### config.mk
export PLATFORM = sky130hd
export DESIGN_NAME = dla_vram_init
export DESIGN_NICKNAME = d
export VERILOG_FILES = /design/src/verilog/vga_pkg.sv /design/src/verilog/dla_pkg.sv /design/src/verilog/dla_vram_init.sv
export SDC_FILE = /design/constraint.sdc
export NUM_CORES = 1
export LEC_CHECK = 0
export BUFFER_PORTS_ARGS = -buffer_cell sky130_fd_sc_hd__buf_2
export CORE_UTILIZATION = 50
export DETAILED_ROUTE_END_ITERATION = 8
export GPL_TIMING_DRIVEN = 0
export PLACE_DENSITY_LB_ADDON = 0.3
export SYNTH_ARGS = -nofsm -noshare
export SYNTH_HDL_FRONTEND = slang
export SYNTH_SLANG_ARGS = --single-unit
### constraint.sdc
create_clock -name clk -period 3.3 [get_ports clk]
set_clock_uncertainty 0.15 [all_clocks]
set_input_delay 0.165 -clock clk [delete_from_list [all_inputs] [get_ports clk]]
set_output_delay 0.165 -clock clk [all_outputs]
set_load 0.005 [all_outputs]
### src/verilog/vga_pkg.sv
// --------------------------------------------------------------------
// frame geometry and video memory sizes shared by the DLA display blocks
// --------------------------------------------------------------------
`default_nettype none

package vga_pkg;

    localparam int h_display    = 32;   // pixels per line
    localparam int v_display    = 24;   // lines per frame
    localparam int frame_pixels = h_display * v_display;

    // row-major addressing, addr = line * h_display + column
    localparam int vram_aw = 10;
    localparam int vram_dw = 16;

    typedef logic [vram_aw-1:0] vram_addr_t;
    typedef logic [vram_dw-1:0] pixel_t;

endpackage

`default_nettype wire
### src/verilog/dla_pkg.sv
// --------------------------------------------------------------------
// DLA init modes, pixel colours and write buffer sizing
// --------------------------------------------------------------------
`default_nettype none

package dla_pkg;

    // init_type encoding
    localparam logic init_snowflake = 1'b0;   // single centre seed
    localparam logic init_forest    = 1'b1;   // white bottom row

    localparam vga_pkg::pixel_t pixel_black = '0;
    localparam vga_pkg::pixel_t pixel_white = '1;

    // seed positions
    localparam vga_pkg::vram_addr_t seed_centre_addr = vga_pkg::vram_addr_t'(
        (vga_pkg::v_display / 2) * vga_pkg::h_display + vga_pkg::h_display / 2);
    localparam vga_pkg::vram_addr_t seed_row_addr = vga_pkg::vram_addr_t'(
        (vga_pkg::v_display - 1) * vga_pkg::h_display);

    localparam int wbuf_depth = 4;   // entries between init and vram

endpackage

`default_nettype wire

### src/verilog/dla_vram_init.sv
// --------------------------------------------------------------------
// DLA frame init, clears the frame to black and then writes the seed
// writes leave on a waitrequest handshake, last write carries wr_last
// --------------------------------------------------------------------
`timescale 1ns/10ps
`default_nettype none

module dla_vram_init (
    input  wire                 clk,
    input  wire                 rst,

    input  wire                 init_type,   // 0 snowflake, 1 forest
    input  wire                 init_start,

    // write request side
    output vga_pkg::vram_addr_t wr_address,
    output vga_pkg::pixel_t     wr_data,
    output logic                wr_last,
    output logic                wr_write,
    input  wire                 wr_waitrequest
);

    // ------------------------------------------------------------------
    // declarations
    // ------------------------------------------------------------------

    localparam int s_idle  = 0;
    localparam int s_clear = 1;   // sweep frame with black
    localparam int s_seed  = 2;   // place the seed pixels
    localparam int s_done  = 3;

    localparam int col_w = $clog2(vga_pkg::h_display);

    logic [3:0]          state;
    logic [3:0]          state_next;

    vga_pkg::vram_addr_t addr;   // clear sweep position
    logic [col_w-1:0]    col;    // bottom row column, forest only
    logic                mode;   // init_type latched at start

    logic accept;
    logic clear_end;
    logic seed_end;

    // ------------------------------------------------------------------
    // handshake and end conditions
    // ------------------------------------------------------------------

    assign accept    = wr_write & ~wr_waitrequest;
    assign clear_end = (addr == vga_pkg::vram_addr_t'(vga_pkg::frame_pixels - 1));
    assign seed_end  = (mode == dla_pkg::init_snowflake) ||
                       (col == col_w'(vga_pkg::h_display - 1));

    // write request outputs, decoded from state
    always_comb begin
        wr_write = state[s_clear] | state[s_seed];
        wr_last  = state[s_seed] & seed_end;
        if (state[s_seed]) begin
            wr_data = dla_pkg::pixel_white;
            if (mode == dla_pkg::init_forest)
                wr_address = dla_pkg::seed_row_addr + vga_pkg::vram_addr_t'(col);
            else
                wr_address = dla_pkg::seed_centre_addr;
        end
        else begin
            wr_data    = dla_pkg::pixel_black;
            wr_address = addr;
        end
    end

    // ------------------------------------------------------------------
    // state machine
    // ------------------------------------------------------------------

    always_comb begin
        state_next = '0;
        case (1'b1)
            state[s_idle]: begin
                if (init_start) state_next[s_clear] = 1'b1;
                else            state_next[s_idle]  = 1'b1;
            end
            state[s_clear]: begin
                if (accept && clear_end) state_next[s_seed]  = 1'b1;
                else                     state_next[s_clear] = 1'b1;
            end
            state[s_seed]: begin
                if (accept && seed_end) state_next[s_done] = 1'b1;
                else                    state_next[s_seed] = 1'b1;
            end
            state[s_done]: state_next[s_idle] = 1'b1;
            default:       state_next[s_idle] = 1'b1;   // recover from bad encoding
        endcase
    end

    always_ff @(posedge clk) begin
        if (rst) begin
            state <= 4'b0001;
            addr  <= '0;
            col   <= '0;
            mode  <= dla_pkg::init_snowflake;
        end
        else begin
            state <= state_next;
            if (state[s_idle] && init_start) begin
                mode <= init_type;
                addr <= '0;
                col  <= '0;
            end
            else if (accept && state[s_clear]) begin
                addr <= addr + 1'b1;
            end
            else if (accept && state[s_seed]) begin
                col <= col + 1'b1;   // only meaningful in forest mode
            end
        end
    end

endmodule

`default_nettype wire

# Yosys cells after proc, flatten, opt, wreduce, memory -nomap -nowiden
# Cells that the tools add are included.
# classes
eq_ne,2
n_reduce_logical,9
n_addsub,3
bitwise,6
n_mux,15
# ops
cell,count
10-bit 2-to-1 mux,2
16-bit 2-to-1 mux,1
1-bit 2-to-1 mux,12
10-bit by 1-bit adder with 10-bit output (second input constant),1
10-bit by 5-bit adder with 10-bit output (first input constant),1
10-bit == test (second input constant),1
5-bit by 1-bit adder with 5-bit output (second input constant),1
5-bit == test (second input constant),1
1-bit logical AND,5
2-bit OR reduction,2
1-bit NOT,3
1-bit AND,2
2-bit AND reduction,1
1-bit logical OR,1
1-bit bitwise OR,1
# totals
inputBits,5
output_inout_bits,28
word_cells,40
reg_bits,19

# Depth between registers and ports, before layout
# depth
word_depth,6
ltp_mapped,6
depth_no_buf,6

# Worst setup path before layout
# No wires, ideal clock.
# synth_path
kind,register to output
startpoint,reg state[2]
endpoint,out wr_address[3]
required_time_ps,2985
arrival_time_ps,1392
path_stages_with_launch,5
path_buffers,2
slack_ps,1593
cell_sequence,dfxtp_1 -> clkbuf_1 -> clkbuf_1 -> nand3_1 -> o21ai_1
# synth_between
elab_chain_cells,1
# synth_lines
element,line_no,source
"start, declared",dla_vram_init.sv:34,logic [3:0] state;
"start signal, assigned",dla_vram_init.sv:103,state <= state_next;
10-bit 2-to-1 mux,dla_vram_init.sv:58,if (state[s_seed]) begin
"end, declared",dla_vram_init.sv:16,"output vga_pkg::vram_addr_t wr_address,"
# Every way passes these cells.

# Worst setup path after layout
# layout_path
startpoint,reg state[2]
endpoint,out wr_address[2]
# Same word-level chain as after synthesis.

==> qor_table.md <==
| Item | Value | Unit |
|---|---|---|
| Required time of the critical path | 2.98 | ns |
| Worst path depth | 5 | - |
| Total number of vias | 1081 | - |
| Total clock buffers created by CTS | 3 | - |
| Number of buffers on the longest clock path | 2 | - |
| Worst slew margin relative to its limit | 0.621 | - |
| Placed instance count | 202 | - |
| Most common cell on crit path | sky130_fd_sc_hd__clkbuf_1 | - |
| Number of antenna violations at the first check in global routing | 0 | - |
| Filler cell count | 189 | - |
| Final non-filler cell total | 208 | - |
| Starting density of the core | 0.558 | - |
| Type of the worst setup path | flip-flop to primary output | - |
| Count of flip-flops with a built-in enable after synthesis | 0 | - |
| Number of unique standard cell types used by synthesis | 37 | - |
| Pin count of the biggest net entering global routing | 21 | - |
| First-pass GRT wire length | 4250 | um |
| Aggregate routed wire length | 2510 | um |
| Portion of netlist area occupied by mux cells | 0.0176 | - |
| ANT cells | 0 | - |
| Vias per std cell | 5.20 | - |
| Status | completed | - |
| R2R cell count | 3 | - |
| Standard cell with the maximum stage delay on the critical path | sky130_fd_sc_hd__dfxtp_1 | - |
| Crit-path cells | clkbuf_1 > clkbuf_1 > nand3_1 > o21ai_0 > buf_2 | - |
| Number of global-route vias before repair | 994 | - |
| Synthesized-area fraction occupied by ao, oa, aoi and oai cells | 0.167 | - |
| Top cells by instance count after synthesis | 19 x sky130_fd_sc_hd__dfxtp_1, 16 x sky130_fd_sc_hd__buf_4, 12 x sky130_fd_sc_hd__a21oi_1, 12 x sky130_fd_sc_hd__inv_1, 12 x sky130_fd_sc_hd__nand2_1 | - |
| Largest vdd supply drop | 0.255 | mV |
| Tightest Hold Check Type | input port to flip-flop | - |
| Setup WS pre-CTS | 1.16 | ns |
| Max-cap viol count | 0 | - |
| Root buffer selected by CTS | sky130_fd_sc_hd__clkbuf_4 | - |
| Adder-cell share of the synthesized area | 0.0329 | - |
| Fraction of final layout cells with drive strength greater than 1 | 0.304 | - |
| Cells resized by post-CTS repair | 0 | - |
| Power density over cell area | 276 | mW/mm2 |
| Maximum net fanout on the critical path | 20 | - |
| Reg2Reg Capture Point | col[3]$_SDFFE_PP0P_ | - |
| Area of the core | 0.00204 | mm2 |
| Net total in the final layout | 190 | - |
| Top post-synthesis cells by area | sky130_fd_sc_hd__dfxtp_1 33%, sky130_fd_sc_hd__buf_4 11%, sky130_fd_sc_hd__a21oi_1 5.3%, sky130_fd_sc_hd__inv_1 4.0%, sky130_fd_sc_hd__nand2_1 4.0% | - |
| Leading cell type by number of instances after synthesis | sky130_fd_sc_hd__dfxtp_1 | - |
| Post-CTS setup buffer count | 0 | - |
| Starting DRC count in detailed routing | 18 | - |
| Grt ovf | 0 | - |
| Setup slack of the critical path after layout | 0.808 | ns |
| Worst Max-Slew Pin Slew | 0.567 | ns |
| Count of TritonRoute iterations in the first routing pass | 4 | - |
| Endpoint kind of the worst setup timing path | primary output | - |
| RSZ-0062 raised after global routing | false | - |
| Routed Antenna Nets | 0 | - |
| TritonCTS clock tree | yes | - |
| Arrival time at the worst endpoint | 2.18 | ns |
| Category of the worst setup path launch point | flip-flop | - |
| Count of pins over their slew limit | 0 | - |
| Horizontal extent of the die | 49.7 | um |
| Number of standard-cell rows in the floorplan | 16 | - |
| Gate count after technology mapping | 143 | - |
| Mapped Nets | 151 | - |
| Worst slack on hold paths | 0.0125 | ns |
| Capturing element of the worst setup path | wr_address[2] | - |
| Post-detailed-route DRC marker count | 0 | - |
| Total global routing track utilization | 0.218 | - |
| Clock transition at the register clock pins on the worst setup and hold paths after CTS | 0.10 | ns |
| Final hold violations | 0 | - |
| Post-Synth XOR/XNOR Area | 0.0307 | - |
| Wire per inst | 12.1 | um |
| Critical path's top delay family | buffers and inverters | - |
| Timing-limited maximum frequency | 401 | MHz |
| Combinational family with the most area after synthesis | simple AND/OR/NAND/NOR gates | - |
| Sinks on Clock Net | 19 | - |
| Count of port buffers added during placement | 32 | - |
| Io pins | 33 | - |
| CP max stage delay | 0.70 | ns |
| Number of levels in the clock H-tree | 1 | - |
| Synthesis Warnings | 0 | - |
| Setup-violating endpoint count in the final report | 0 | - |
| Half-perimeter wire length after placement | 1860 | um |
| Fraction of synthesized cell area taken by the top area cell type | 0.334 | - |
| Number of buffers and inverters on the critical path | 3 | - |
| Setup TNS | 0 | ns |
| Clock latency on the worst-skew pair | 0.30 | ns |
| Simple-gate portion of the synthesized area | 0.256 | - |
| Flop2flop setup slack | 1.41 | ns |
| Worst reg2reg path startpoint | state[2]$_SDFF_PP0_ | - |
| Main synth FF type | sky130_fd_sc_hd__dfxtp_1 | - |
| Cell taking the most area after synthesis | sky130_fd_sc_hd__dfxtp_1 | - |
| Final Critical Period | 2.49 | ns |
| Synthesized area per cell | 7.97 | um2 |
| First element of the critical path | state[2]$_SDFF_PP0_ | - |
| Leakage power | 0.632 | nW |
| Share of the yosys chip area belonging to registers | 0.334 | - |
| Flop and latch count out of synthesis | 19 | - |
| RD Place Congestion | 0.815 | - |
| Tcrit/Tclk final | 0.755 | - |
| Cell area after synthesis | 0.00114 | mm2 |
| Die area | 0.00247 | mm2 |
| Height of the die | 49.7 | um |
| Post-synth ARST share | 0 | - |
| Layout area overhead | 21.1 | % |
## per-layer routing
metal | GRT usage | share of wire | vias to the layer above
met3 | 0.0309 | 0.033 | 4
li1 | - | - | 557
met4 | 0.0667 | 0.0092 | 0
met5 | 0 | 0 | -
met1 | 0.287 | 0.48 | 497
met2 | 0.365 | 0.47 | 23
## cell families after synthesis
family,count (synthesis)
AOI/OAI and AO/OA,33
xor gates and xnor gates,4
adders and majority gates,3
buffers and inverters,33
DFF,19
muxes,2
and+or+nand+nor,49
## what timing repair did
action                                  4_1_cts  5_1_grt
endpoints found under the hold margin         4        0
endpoints found under the setup margin        0        0
hold buffers                                  2        0
## state kept, by name (all words and copies together), names as in the netlist
register  count
addr         10
col           5
mode          1
state         3
## layout by cell type (no fill, tap or decap), types with 3 or more instances in the layout
cell type                  instances
sky130_fd_sc_hd__xnor2_1           4
sky130_fd_sc_hd__clkbuf_4          3
sky130_fd_sc_hd__nor2b_1           3
sky130_fd_sc_hd__buf_2            33
sky130_fd_sc_hd__dfxtp_1          19
sky130_fd_sc_hd__buf_4            16
sky130_fd_sc_hd__inv_1            12
sky130_fd_sc_hd__or4_1             3
sky130_fd_sc_hd__o21ai_1           7
sky130_fd_sc_hd__nor2_1            6
sky130_fd_sc_hd__o21ai_0           6
sky130_fd_sc_hd__clkbuf_1          4
sky130_fd_sc_hd__a21oi_1          12
sky130_fd_sc_hd__nand2_1          12
sky130_fd_sc_hd__or3_1             4
sky130_fd_sc_hd__ha_1              3
sky130_fd_sc_hd__nand3_1           7
## stage by stage
step           cell area, um2  total power [mW]   util
6_report                 1380             0.380  0.676
2_1_floorplan            1140             0.254      -
5_1_grt                  1380             0.395  0.676
3_3_place_gp             1330             0.264  0.653
3_5_place_dp             1330             0.265  0.653
4_1_cts                  1380             0.379  0.676
## tightest hold or removal path, stage by stage
cell and delay (ns):
sky130_fd_sc_hd__buf_2 0.12, sky130_fd_sc_hd__nand3_1 0.08, sky130_fd_sc_hd__a21oi_1 0.06
## report_power, final
part / total, mW / switching (mW) / internal, mW
clock: 0.119 / 0.0714 / 0.0471
sequential: 0.234 / 0.00222 / 0.232
combinational: 0.0278 / 0.0173 / 0.0105
## how the worst min path moves through the flow
stage	from	endpoint	slack [ns]	cells after the start
floorplan	rst	state[2]$_SDFF_PP0_	0.08	1
global placement	rst	state[2]$_SDFF_PP0_	0.24	2
detailed placement	rst	state[2]$_SDFF_PP0_	0.25	2
CTS	init_start	mode$_SDFFE_PP0P_	0.02	3
global route	init_start	mode$_SDFFE_PP0P_	0.006	3
finish	init_start	mode$_SDFFE_PP0P_	0.01	3
## cell type report
class,instances,area (um2),share of cell area
buffer,21,140,0.102
clock buffer,4,26.3,0.0190
inverter,12,45.0,0.0326
multi-input combinational,91,574,0.416
sequential,19,380,0.276
tap,27,33.8,0.0245
timing repair buffer,34,180,0.131
Note: power is estimated with default switching activity, not from simulation.
