--- src/verilog/vga_pkg.sv ---
// --------------------------------------------------------------------
// frame geometry and video memory sizes shared by the DLA display blocks
// --------------------------------------------------------------------
`default_nettype none

package vga_pkg;

    localparam int h_display    = 32;   // pixels per line
    localparam int v_display    = 24;   // lines per frame
    localparam int frame_pixels = h_display * v_display;

    // row-major addressing, addr = line * h_display + column
    localparam int vram_aw = 10;
    localparam int vram_dw = 16;

    typedef logic [vram_aw-1:0] vram_addr_t;
    typedef logic [vram_dw-1:0] pixel_t;

endpackage

`default_nettype wire
--- src/verilog/dla_pkg.sv ---
// --------------------------------------------------------------------
// DLA init modes, pixel colours and write buffer sizing
// --------------------------------------------------------------------
`default_nettype none

package dla_pkg;

    // init_type encoding
    localparam logic init_snowflake = 1'b0;   // single centre seed
    localparam logic init_forest    = 1'b1;   // white bottom row

    localparam vga_pkg::pixel_t pixel_black = '0;
    localparam vga_pkg::pixel_t pixel_white = '1;

    // seed positions
    localparam vga_pkg::vram_addr_t seed_centre_addr = vga_pkg::vram_addr_t'(
        (vga_pkg::v_display / 2) * vga_pkg::h_display + vga_pkg::h_display / 2);
    localparam vga_pkg::vram_addr_t seed_row_addr = vga_pkg::vram_addr_t'(
        (vga_pkg::v_display - 1) * vga_pkg::h_display);

    localparam int wbuf_depth = 4;   // entries between init and vram

endpackage

`default_nettype wire

--- src/verilog/vram_write_fifo.sv ---
// --------------------------------------------------------------------
// small write buffer between the init block and the frame memory
// --------------------------------------------------------------------
`timescale 1ns/10ps
`default_nettype none

module vram_write_fifo #(
    parameter int depth = dla_pkg::wbuf_depth   // power of two, at least 2
) (
    input  wire                 clk,
    input  wire                 rst,

    // push side, waitrequest while full
    input  wire vga_pkg::vram_addr_t wr_address,
    input  wire vga_pkg::pixel_t     wr_data,
    input  wire                 wr_last,
    input  wire                 wr_write,
    output logic                wr_waitrequest,

    // pop side, valid/ready
    output vga_pkg::vram_addr_t q_address,
    output vga_pkg::pixel_t     q_data,
    output logic                q_last,
    output logic                q_valid,
    input  wire                 q_ready
);

    localparam int ptr_w = $clog2(depth);
    localparam int cnt_w = $clog2(depth + 1);

    vga_pkg::vram_addr_t addr_mem [depth];
    vga_pkg::pixel_t     data_mem [depth];
    logic                last_mem [depth];

    logic [ptr_w-1:0] wr_ptr;
    logic [ptr_w-1:0] rd_ptr;
    logic [cnt_w-1:0] count;   // occupancy

    logic push;
    logic pop;

    assign wr_waitrequest = (count == cnt_w'(depth));
    assign q_valid        = (count != '0);
    assign push           = wr_write & ~wr_waitrequest;
    assign pop            = q_valid & q_ready;

    // head of queue
    assign q_address = addr_mem[rd_ptr];
    assign q_data    = data_mem[rd_ptr];
    assign q_last    = last_mem[rd_ptr];

    always_ff @(posedge clk) begin
        if (push) begin
            addr_mem[wr_ptr] <= wr_address;
            data_mem[wr_ptr] <= wr_data;
            last_mem[wr_ptr] <= wr_last;
        end
    end

    always_ff @(posedge clk) begin
        if (rst) begin
            wr_ptr <= '0;
            rd_ptr <= '0;
            count  <= '0;
        end
        else begin
            if (push) wr_ptr <= wr_ptr + 1'b1;   // wraps at depth
            if (pop)  rd_ptr <= rd_ptr + 1'b1;
            case ({push, pop})
                2'b10:   count <= count + 1'b1;
                2'b01:   count <= count - 1'b1;
                default: count <= count;   // idle or push and pop together
            endcase
        end
    end

endmodule

`default_nettype wire

--- config.mk ---
export PLATFORM = sky130hd
export DESIGN_NAME = vram_write_fifo
export DESIGN_NICKNAME = d
export VERILOG_FILES = /design/src/verilog/vga_pkg.sv /design/src/verilog/dla_pkg.sv /design/src/verilog/vram_write_fifo.sv
export SDC_FILE = /design/constraint.sdc
export NUM_CORES = 1
export LEC_CHECK = 0
export BUFFER_PORTS_ARGS = -buffer_cell sky130_fd_sc_hd__buf_4
export CAP_MARGIN = 20
export CELL_PAD_IN_SITES_DETAIL_PLACEMENT = 0
export CELL_PAD_IN_SITES_GLOBAL_PLACEMENT = 1
export CORE_ASPECT_RATIO = 1.1
export CORE_UTILIZATION = 49
export CTS_CLUSTER_DIAMETER = 40
export DETAILED_ROUTE_END_ITERATION = 6
export PLACE_DENSITY_LB_ADDON = 0.1
export SETUP_SLACK_MARGIN = 0.02
export SYNTH_ARGS = -nofsm -noshare
export SYNTH_HDL_FRONTEND = slang
export SYNTH_SLANG_ARGS = --single-unit
export TNS_END_PERCENT = 50
--- constraint.sdc ---
create_clock -name clk -period 2.6 [get_ports clk]
set_input_delay 0.26 -clock clk [delete_from_list [all_inputs] [get_ports clk]]
set_output_delay 0.26 -clock clk [all_outputs]
set_load 0.03 [all_outputs]
# Word level (Yosys, flattened, before mapping)
# Memories as Yosys holds them, arrays and structs flattened. A register that Yosys moved wholly into a read port is not among the register bits.
# Cells that the tools add are included.
# W data, S select, Z words.
# word_totals
register_bits	7
ramBits	108
input_bits	31
out_inout_bits	29
elab_cells	27
mem_count	3
# mem_list
name	words	word_bits	rd	rd_ports_with_merged_regs	wr	line	text
data_mem	4	16	1	1	1	vram_write_fifo.sv:32	vga_pkg::pixel_t data_mem [depth];
addr_mem	4	10	1	1	1	vram_write_fifo.sv:31	vga_pkg::vram_addr_t addr_mem [depth];
last_mem	4	1	1	1	1	vram_write_fifo.sv:33	logic last_mem [depth];
# classes
addsub	4
eq_ne	3
muxes	9
bitwise	3
n_reduce_logical	2
# ops
op	count
$mux W2	6
$pmux W3 S2	1
$add A2 B1 Y2 const B	2
$add A3 B1 Y3 const B	1
$eq A3 B3 Y1 const B	1
$reduce_bool A3 Y1	1
$sub A3 B1 Y3 const B	1
$and A1 B1 Y1	2
$eq A2 B1 Y1 const B	1
$eq A2 B2 Y1 const B	1
$mux W1	2
$reduce_bool A2 Y1	1
$not A1 Y1	1

# Logic depth before layout (Yosys ltp)
# Gate-level depths: netlist of the first run.
# logic_depth
depth_word	5
mapped_depth	9
ltp_nobuf	9

# Least setup slack after synthesis of the first run
# No wires, ideal clock.
# synth_timing
kind	reg-to-reg
start	reg count[2]
end	reg count[2]
setup_ns	0.070
t_arrival_ns	2.295
required_ns	2.530
slack_ns	0.235
stages_incl_launch_ff	10
n_path_buf	0
period_less_slack_ns	2.365
cell_sequence	dfxtp_1 nor3b_2 nor2_1 inv_1 ha_1 inv_1 fa_1 xor2_1 or3_1 a21oi_1
# synth_via
elab_chain_len	5
elab_cells_between_ends	11
cone_classes	add/sub: 2; eq/ne: 3; mux: 1; bitwise: 3; reduce/logical: 2
# synth_lines
item	line	text
start: declaration	vram_write_fifo.sv:37	logic [cnt_w-1:0] count;
start signal: assignment	vram_write_fifo.sv:70	2'b10: count <= count + 1'b1;
start signal: assignment	vram_write_fifo.sv:71	2'b01: count <= count - 1'b1;
start signal: assignment	vram_write_fifo.sv:72	default: count <= count;
$eq A3 B3 Y1 *	vram_write_fifo.sv:42	assign wr_waitrequest = (count == cnt_w'(depth));
net wr_waitrequest	vram_write_fifo.sv:18	output logic wr_waitrequest,
$not A1 Y1 *	vram_write_fifo.sv:44	assign push = wr_write & ~wr_waitrequest;
$and A1 B1 Y1 *	vram_write_fifo.sv:44	
$eq A2 B1 Y1 / $eq A2 B2 Y1 (equally long branches)	vram_write_fifo.sv:69	case ({push, pop})
$pmux W3 S2 / $reduce_bool A2 Y1 (equally long branches)	n/a	
# Mark *: on every way through the listed nets, which the timed path passes. The rest lies on a longest branch.
# A chain may end at the register's enable or synchronous reset.

==> results of run 1 <==
## tightest hold or removal path, cell delays in order
cell     delay (ns)
buf_4          0.11
inv_1          0.08
or3_1          0.10
a21oi_1        0.05
## power by group
part	total [W]	internal, W	switching, W
sequential	0.00236	0.00226	0.000101
clock	0.00233	0.00155	0.000783
combinational	0.00159	0.000723	0.000870
## timing repair
action | 4_1_cts | 5_1_grt
gates resized for setup | 0 | 0
buffers inserted | 0 | 0
hold endpoints to repair | 116 | 0
hold buffers | 28 | 0
endpoints found under the setup margin | 0 | 0
## stage by stage
| step | util | power [W] |
|---|---|---|
| after floorplan | - | 0.00350 |
| after global placement | 0.583 | 0.00396 |
| after detailed placement | 0.583 | 0.00398 |
| after CTS | 0.686 | 0.00634 |
| after global routing | 0.686 | 0.00651 |
| final | 0.686 | 0.00628 |
## how the worst max path moves through the flow
| stage | start | end | slack, ns | cells past startpoint |
|---|---|---|---|---|
| CTS | flip-flop | q_data[7] | 0.21 | 3 |
| global route | flip-flop | q_data[0] | 0.16 | 3 |
| global placement | count[2] | count[2] | 0.52 | 9 |
| floorplan | count[2] | count[2] | 0.24 | 9 |
| detailed placement | count[2] | count[2] | 0.44 | 9 |
| finish | flip-flop | q_data[0] | 0.27 | 3 |
## Yosys cell counts (all sizes together)
master  number  share of area
edfxtp     108           0.73
mux4        27           0.14
dfxtp        9          0.041
buf          7          0.016
inv          7         0.0059
nor2         7         0.0059
ha           5          0.014
and2         4         0.0057
a21oi        3         0.0034
or3          3         0.0042
xor2         3         0.0059
nand2b       2         0.0028
o21ai        2         0.0023
fa           1         0.0045
mux2i        1         0.0023
nor3b        1         0.0028
o311ai       1         0.0020
o31a         1         0.0020
xnor2        1         0.0020
## layout make-up
type                    count  area share
flip-flops and latches    117       0.582
inverters                   7     0.00446
well taps                 111      0.0236
repair buffers             95       0.135
multi-input cells          62       0.153
clock buffers              18      0.0710
clock inverters            14      0.0312
## flip-flops by register name (all words and copies together), names as in the netlist, named ones only
register	flops
wr_ptr	2
rd_ptr	2
last_mem	4
count	3
data_mem	64
addr_mem	40
## cell families after synthesis
| family | count (synthesis) | synth area share |
|---|---|---|
| AO/OA/AOI/OAI | 7 | 0.00963 |
| buffers and inverters | 14 | 0.0218 |
| AND/OR/NAND/NOR | 17 | 0.0215 |
| XOR/XNOR | 4 | 0.00793 |
| flip-flops | 117 | 0.775 |
| adder cells (fa/ha/maj) | 6 | 0.0187 |
| multiplexers | 28 | 0.146 |
## per-layer routing
layer,vias to the layer above,wire length (um),global-route usage
li1,1010,-,-
met1,1109,3240,0.217
met2,51,3840,0.296
met3,9,307,0.0623
met4,0,69,0.0613
met5,-,0,0
==> impl_metrics.env, run 1 <==
export IMPL_cts_max_path_buffers=2
export IMPL_crit_top_cell="buf_4"
export IMPL_drt_initial_drc_count=38
export IMPL_io_pins=60
export IMPL_r2r_cells=9
export IMPL_seq_area_um2=3420
export IMPL_via_count=2179
export IMPL_drv_cap=0
export IMPL_diodes=0
export IMPL_design_core_area_um2=8580
export IMPL_r2r_end="count[2]"
export IMPL_grt_pass1_wl_mm=11.8
export IMPL_grt_pass1_vias=2331
export IMPL_path_cells="buf_4, mux4_2, buf_4"
export IMPL_worstSetupPathType="reg -> out"
export IMPL_setup_tns_ns=0
export IMPL_synth_seq_area_share=0.775
export IMPL_start_util=0.515
export IMPL_holdCritStartpoint="wr_write"
export IMPL_cp_required_ns=2.34
export IMPL_gp_congestion=0.672
export IMPL_hold_viol_final=0
export IMPL_path_max_fanout=12
export IMPL_reg2reg_from="count[2]"
export IMPL_multiInputGateArea_um2=900
export IMPL_place_ws_ns=0.437
export IMPL_cts_sinks=117
export IMPL_clkLatencyLatePin_ns=0.50
export IMPL_synthDistinctLibCells=23
export IMPL_drive_gt1_frac=0.380
export IMPL_ys_ff_latch=117
export IMPL_rows=35
export IMPL_tightestPinTransition_ns=0.504
export IMPL_grt_overflow_total=0
export IMPL_final_min_clock_period_ns=2.33
export IMPL_drt_first_pass_iters=4
export IMPL_fillerInstances=579
export IMPL_drc=0
export IMPL_grt_max_degree=28
export IMPL_path_clk_slew_ns=0.05
export IMPL_avgRoutedWirePerCell_um=17.6
export IMPL_wl_mm=7.46
export IMPL_nets=337
export IMPL_layout_commonest_cell="edfxtp_1"
export IMPL_cts_tree="built"
export IMPL_port_buffers=59
export IMPL_antenna_found_initial=0
export IMPL_report_final_slew_viol_count=0
export IMPL_max_stage_delay_ns=0.54
export IMPL_crit_path_end_kind="output pin"
export IMPL_routed_via_density=5.14
export IMPL_hold_path_depth=4
export IMPL_die_w_um=92.6
export IMPL_grt_usage=0.177
export IMPL_synth_cells=193
export IMPL_mostFrequentLayoutCells="edfxtp_1 (108), buf_4 (66), dlygate4sd3_1 (28), mux4_2 (20), clkbuf_16 (16)"
export IMPL_min_path_type="in -> reg"
export IMPL_crit_buf_inv=2
export IMPL_powerDensity_nw_per_um2=1070
export IMPL_dieArea_um2=9400
export IMPL_post_route_period_util=0.896
export IMPL_critPathLaunchType="flip-flop"
export IMPL_peakVddDrop_mv=0.685
export IMPL_dp_hpwl_mm=4.38
export IMPL_place_area_um2=5000
export IMPL_area_growth_pct=33.2
export IMPL_cts_buffers_inserted=17
export IMPL_syn_area_um2=4420
export IMPL_slew_headroom=0.660
export IMPL_fin_ws_ns=0.270
export IMPL_dpl_cell_count=364
export IMPL_status="complete, no violations"
export IMPL_die_h_um=102
export IMPL_instances_no_fill=424
export IMPL_ant_nets=0
export IMPL_synth_warnings=0
export IMPL_hold_ws_ns=0.146
export IMPL_hold_end="wr_ptr[0]"
export IMPL_syn_nets=230
export IMPL_critPathTopFamily="flip-flops"
export IMPL_max_freq_mhz=429
export IMPL_critPathArrivalTime_ns=2.07
export IMPL_finalClockSkew_ns=0.00432
export IMPL_finalInstanceArea_um2=5890
export IMPL_reg2reg_slack_ns=0.43
export IMPL_cts_root_buf="clkbuf_8"
export IMPL_cp_slowest_cell="dfxtp_2"
export IMPL_setup_viol=0
export IMPL_htreeDepth=4
export IMPL_power_leakage_nw=2.10
export IMPL_avgSynthCellArea_um2=22.9
export IMPL_rsz0062_at_grt="no"
Power figures use the tool's default switching activity.
==> run 2, diff against run 1 <==
--- a/config.mk
+++ b/config.mk
@@ -10,7 +10,7 @@
 export CELL_PAD_IN_SITES_DETAIL_PLACEMENT = 0
 export CELL_PAD_IN_SITES_GLOBAL_PLACEMENT = 1
 export CORE_ASPECT_RATIO = 1.1
-export CORE_UTILIZATION = 49
+export CORE_UTILIZATION = 50
 export CTS_CLUSTER_DIAMETER = 40
 export DETAILED_ROUTE_END_ITERATION = 6
 export PLACE_DENSITY_LB_ADDON = 0.1
==> constraint.sdc (replaced) <==
create_clock -name clk -period 2.85 [get_ports clk]
set_input_delay 0.285 -clock clk [delete_from_list [all_inputs] [get_ports clk]]
set_output_delay 0.285 -clock clk [all_outputs]
set_load 0.03 [all_outputs]
==> run 2 against run 1 <==
  * Register-to-register slack better by 0.27 ns
  * First-iteration DRC count rose to 2.9 times the previous value
  * Global-route usage down 0.47 points
  * Non-clock buffer count down 1
  * Sequential power down 8.5%
  * Clock skew up 0.0024 ns
  * Setup slack better by 0.22 ns
  * Core utilization up 0.63 points
  * Clock power down 8.6%
  * Combinational power down 9%
  * Largest cell class unchanged
==> impl_metrics.env, run 2 (same netlist as run 1, synthesis figures left out) <==
export IMPL_max_freq_mhz=423
export IMPL_io_pins=60
export IMPL_critPathTopFamily="multiplexers"
export IMPL_instances_no_fill=423
export IMPL_grt_usage=0.173
export IMPL_post_route_period_util=0.829
export IMPL_place_ws_ns=0.720
export IMPL_grt_pass1_vias=2260
export IMPL_antenna_found_initial=0
export IMPL_die_h_um=101
export IMPL_cts_buffers_inserted=17
export IMPL_hold_path_depth=4
export IMPL_clkLatencyLatePin_ns=0.50
export IMPL_largest_register="data_mem"
export IMPL_port_buffers=59
export IMPL_path_cells="buf_12, mux4_1, buf_4"
export IMPL_avgRoutedWirePerCell_um=17.2
export IMPL_nets=336
export IMPL_cts_sinks=117
export IMPL_cts_tree="built"
export IMPL_power_leakage_nw=2.08
export IMPL_cts_setup_buffers=0
export IMPL_worstSetupPathType="reg -> out"
export IMPL_grt_overflow_total=0
export IMPL_path_clk_slew_ns=0.05
export IMPL_report_final_slew_viol_count=0
export IMPL_rsz0062_at_grt="no"
export IMPL_max_stage_delay_ns=0.58
export IMPL_hold_viol_final=0
export IMPL_fin_ws_ns=0.488
export IMPL_dieArea_um2=9220
export IMPL_drive_gt1_frac=0.378
export IMPL_crit_path_end_kind="output pin"
export IMPL_rows=35
export IMPL_drt_initial_drc_count=110
export IMPL_mostFrequentLayoutCells="edfxtp_1 (108), buf_4 (65), dlygate4sd3_1 (28), mux4_2 (20), clkbuf_16 (16)"
export IMPL_dp_hpwl_mm=4.18
export IMPL_ant_nets=0
export IMPL_design_core_area_um2=8500
export IMPL_grt_pass1_wl_mm=11.2
export IMPL_setup_viol=0
export IMPL_tightestPinTransition_ns=0.435
export IMPL_use_met3=0.0505
export IMPL_cp_required_ns=2.57
export IMPL_crit_buf_inv=2
export IMPL_hold_ws_ns=0.163
export IMPL_r2r_cells=9
export IMPL_powerDensity_nw_per_um2=974
export IMPL_ctsResizeCount=0
export IMPL_finalClockSkew_ns=0.00668
export IMPL_grt_max_degree=28
export IMPL_drc=0
export IMPL_min_path_type="in -> reg"
export IMPL_path_max_fanout=17
export IMPL_critPathArrivalTime_ns=2.08
export IMPL_status="complete, no violations"
export IMPL_area_growth_pct=33.1
export IMPL_diodes=0
export IMPL_die_w_um=91.6
export IMPL_via_count=2167
export IMPL_top_usage_layer="met2"
export IMPL_layout_commonest_cell="edfxtp_1"
export IMPL_start_util=0.520
export IMPL_grt_use_met2=0.294
export IMPL_slew_headroom=0.710
export IMPL_htreeDepth=4
export IMPL_multiInputGateArea_um2=900
export IMPL_largest_reg_flops=64
export IMPL_dpl_cell_count=363
export IMPL_final_min_clock_period_ns=2.36
export IMPL_critPathLaunchType="flip-flop"
export IMPL_seq_area_um2=3420
export IMPL_cts_max_path_buffers=2
export IMPL_drv_cap=0
export IMPL_top_regs="data_mem (64), addr_mem (40), last_mem (4)"
export IMPL_gr_usage_met1=0.198
export IMPL_setup_tns_ns=0
export IMPL_wl_mm=7.28
export IMPL_cts_root_buf="clkbuf_8"
export IMPL_gp_congestion=0.768
export IMPL_cp_depth=3
export IMPL_routed_via_density=5.12
export IMPL_cp_slowest_cell="mux4_1"
export IMPL_postCtsHoldBufs=28
export IMPL_drt_first_pass_iters=5
export IMPL_fillerInstances=567
export IMPL_peakVddDrop_mv=0.537
run 2: final cells by class:
class	count	share of cell area
Multi-Input combinational cell	62	0.153
Sequential cell	117	0.582
Inverter	7	0.00447
Tap cell	111	0.0236
Clock buffer	19	0.0717
Clock inverter	13	0.0309
Timing Repair Buffer	94	0.134
run 2: path summary, 6_finish.rpt:
kind	end	from	slack, ns
setup / recovery	q_address[9]	flip-flop	0.49
hold / removal	wr_ptr[0]	wr_write	0.16
setup reg to reg	count[2]	count[2]	0.70
hold reg to reg	wr_ptr[1]	wr_ptr[1]	0.52
run 2: layer usage:
metal	vias up	wire length [um]
met5	-	0
met3	17	262
met1	1083	3030
met4	0	125
li1	1006	-
met2	61	3860
run 2: worst register-to-register path, stage by stage, from the launching register on:
cell	delay (ns)
dfxtp_1	0.38
nor3b_2	0.27
nor2_1	0.14
inv_1	0.08
ha_1	0.17
inv_1	0.06
fa_1	0.37
xor2_1	0.17
or3_1	0.31
a21oi_1	0.13
run 2: stage by stage:
| step | instance area [um^2] | util | power, W |
|---|---|---|---|
| 2_1_floorplan | 4420 | - | 0.00319 |
| 3_3_place_gp | 5000 | 0.588 | 0.00362 |
| 3_5_place_dp | 5000 | 0.588 | 0.00362 |
| 4_1_cts | 5880 | 0.692 | 0.00579 |
| 5_1_grt | 5880 | 0.692 | 0.00593 |
| 6_report | 5880 | 0.692 | 0.00573 |
run 2: where the power goes:
part           leakage, nW  switching, W  total, W  internal [W]
registers             1.07     0.0000967   0.00216       0.00206
logic                0.736      0.000782   0.00144      0.000659
clock network        0.280      0.000716   0.00213       0.00141
total                 2.08       0.00159   0.00573       0.00413
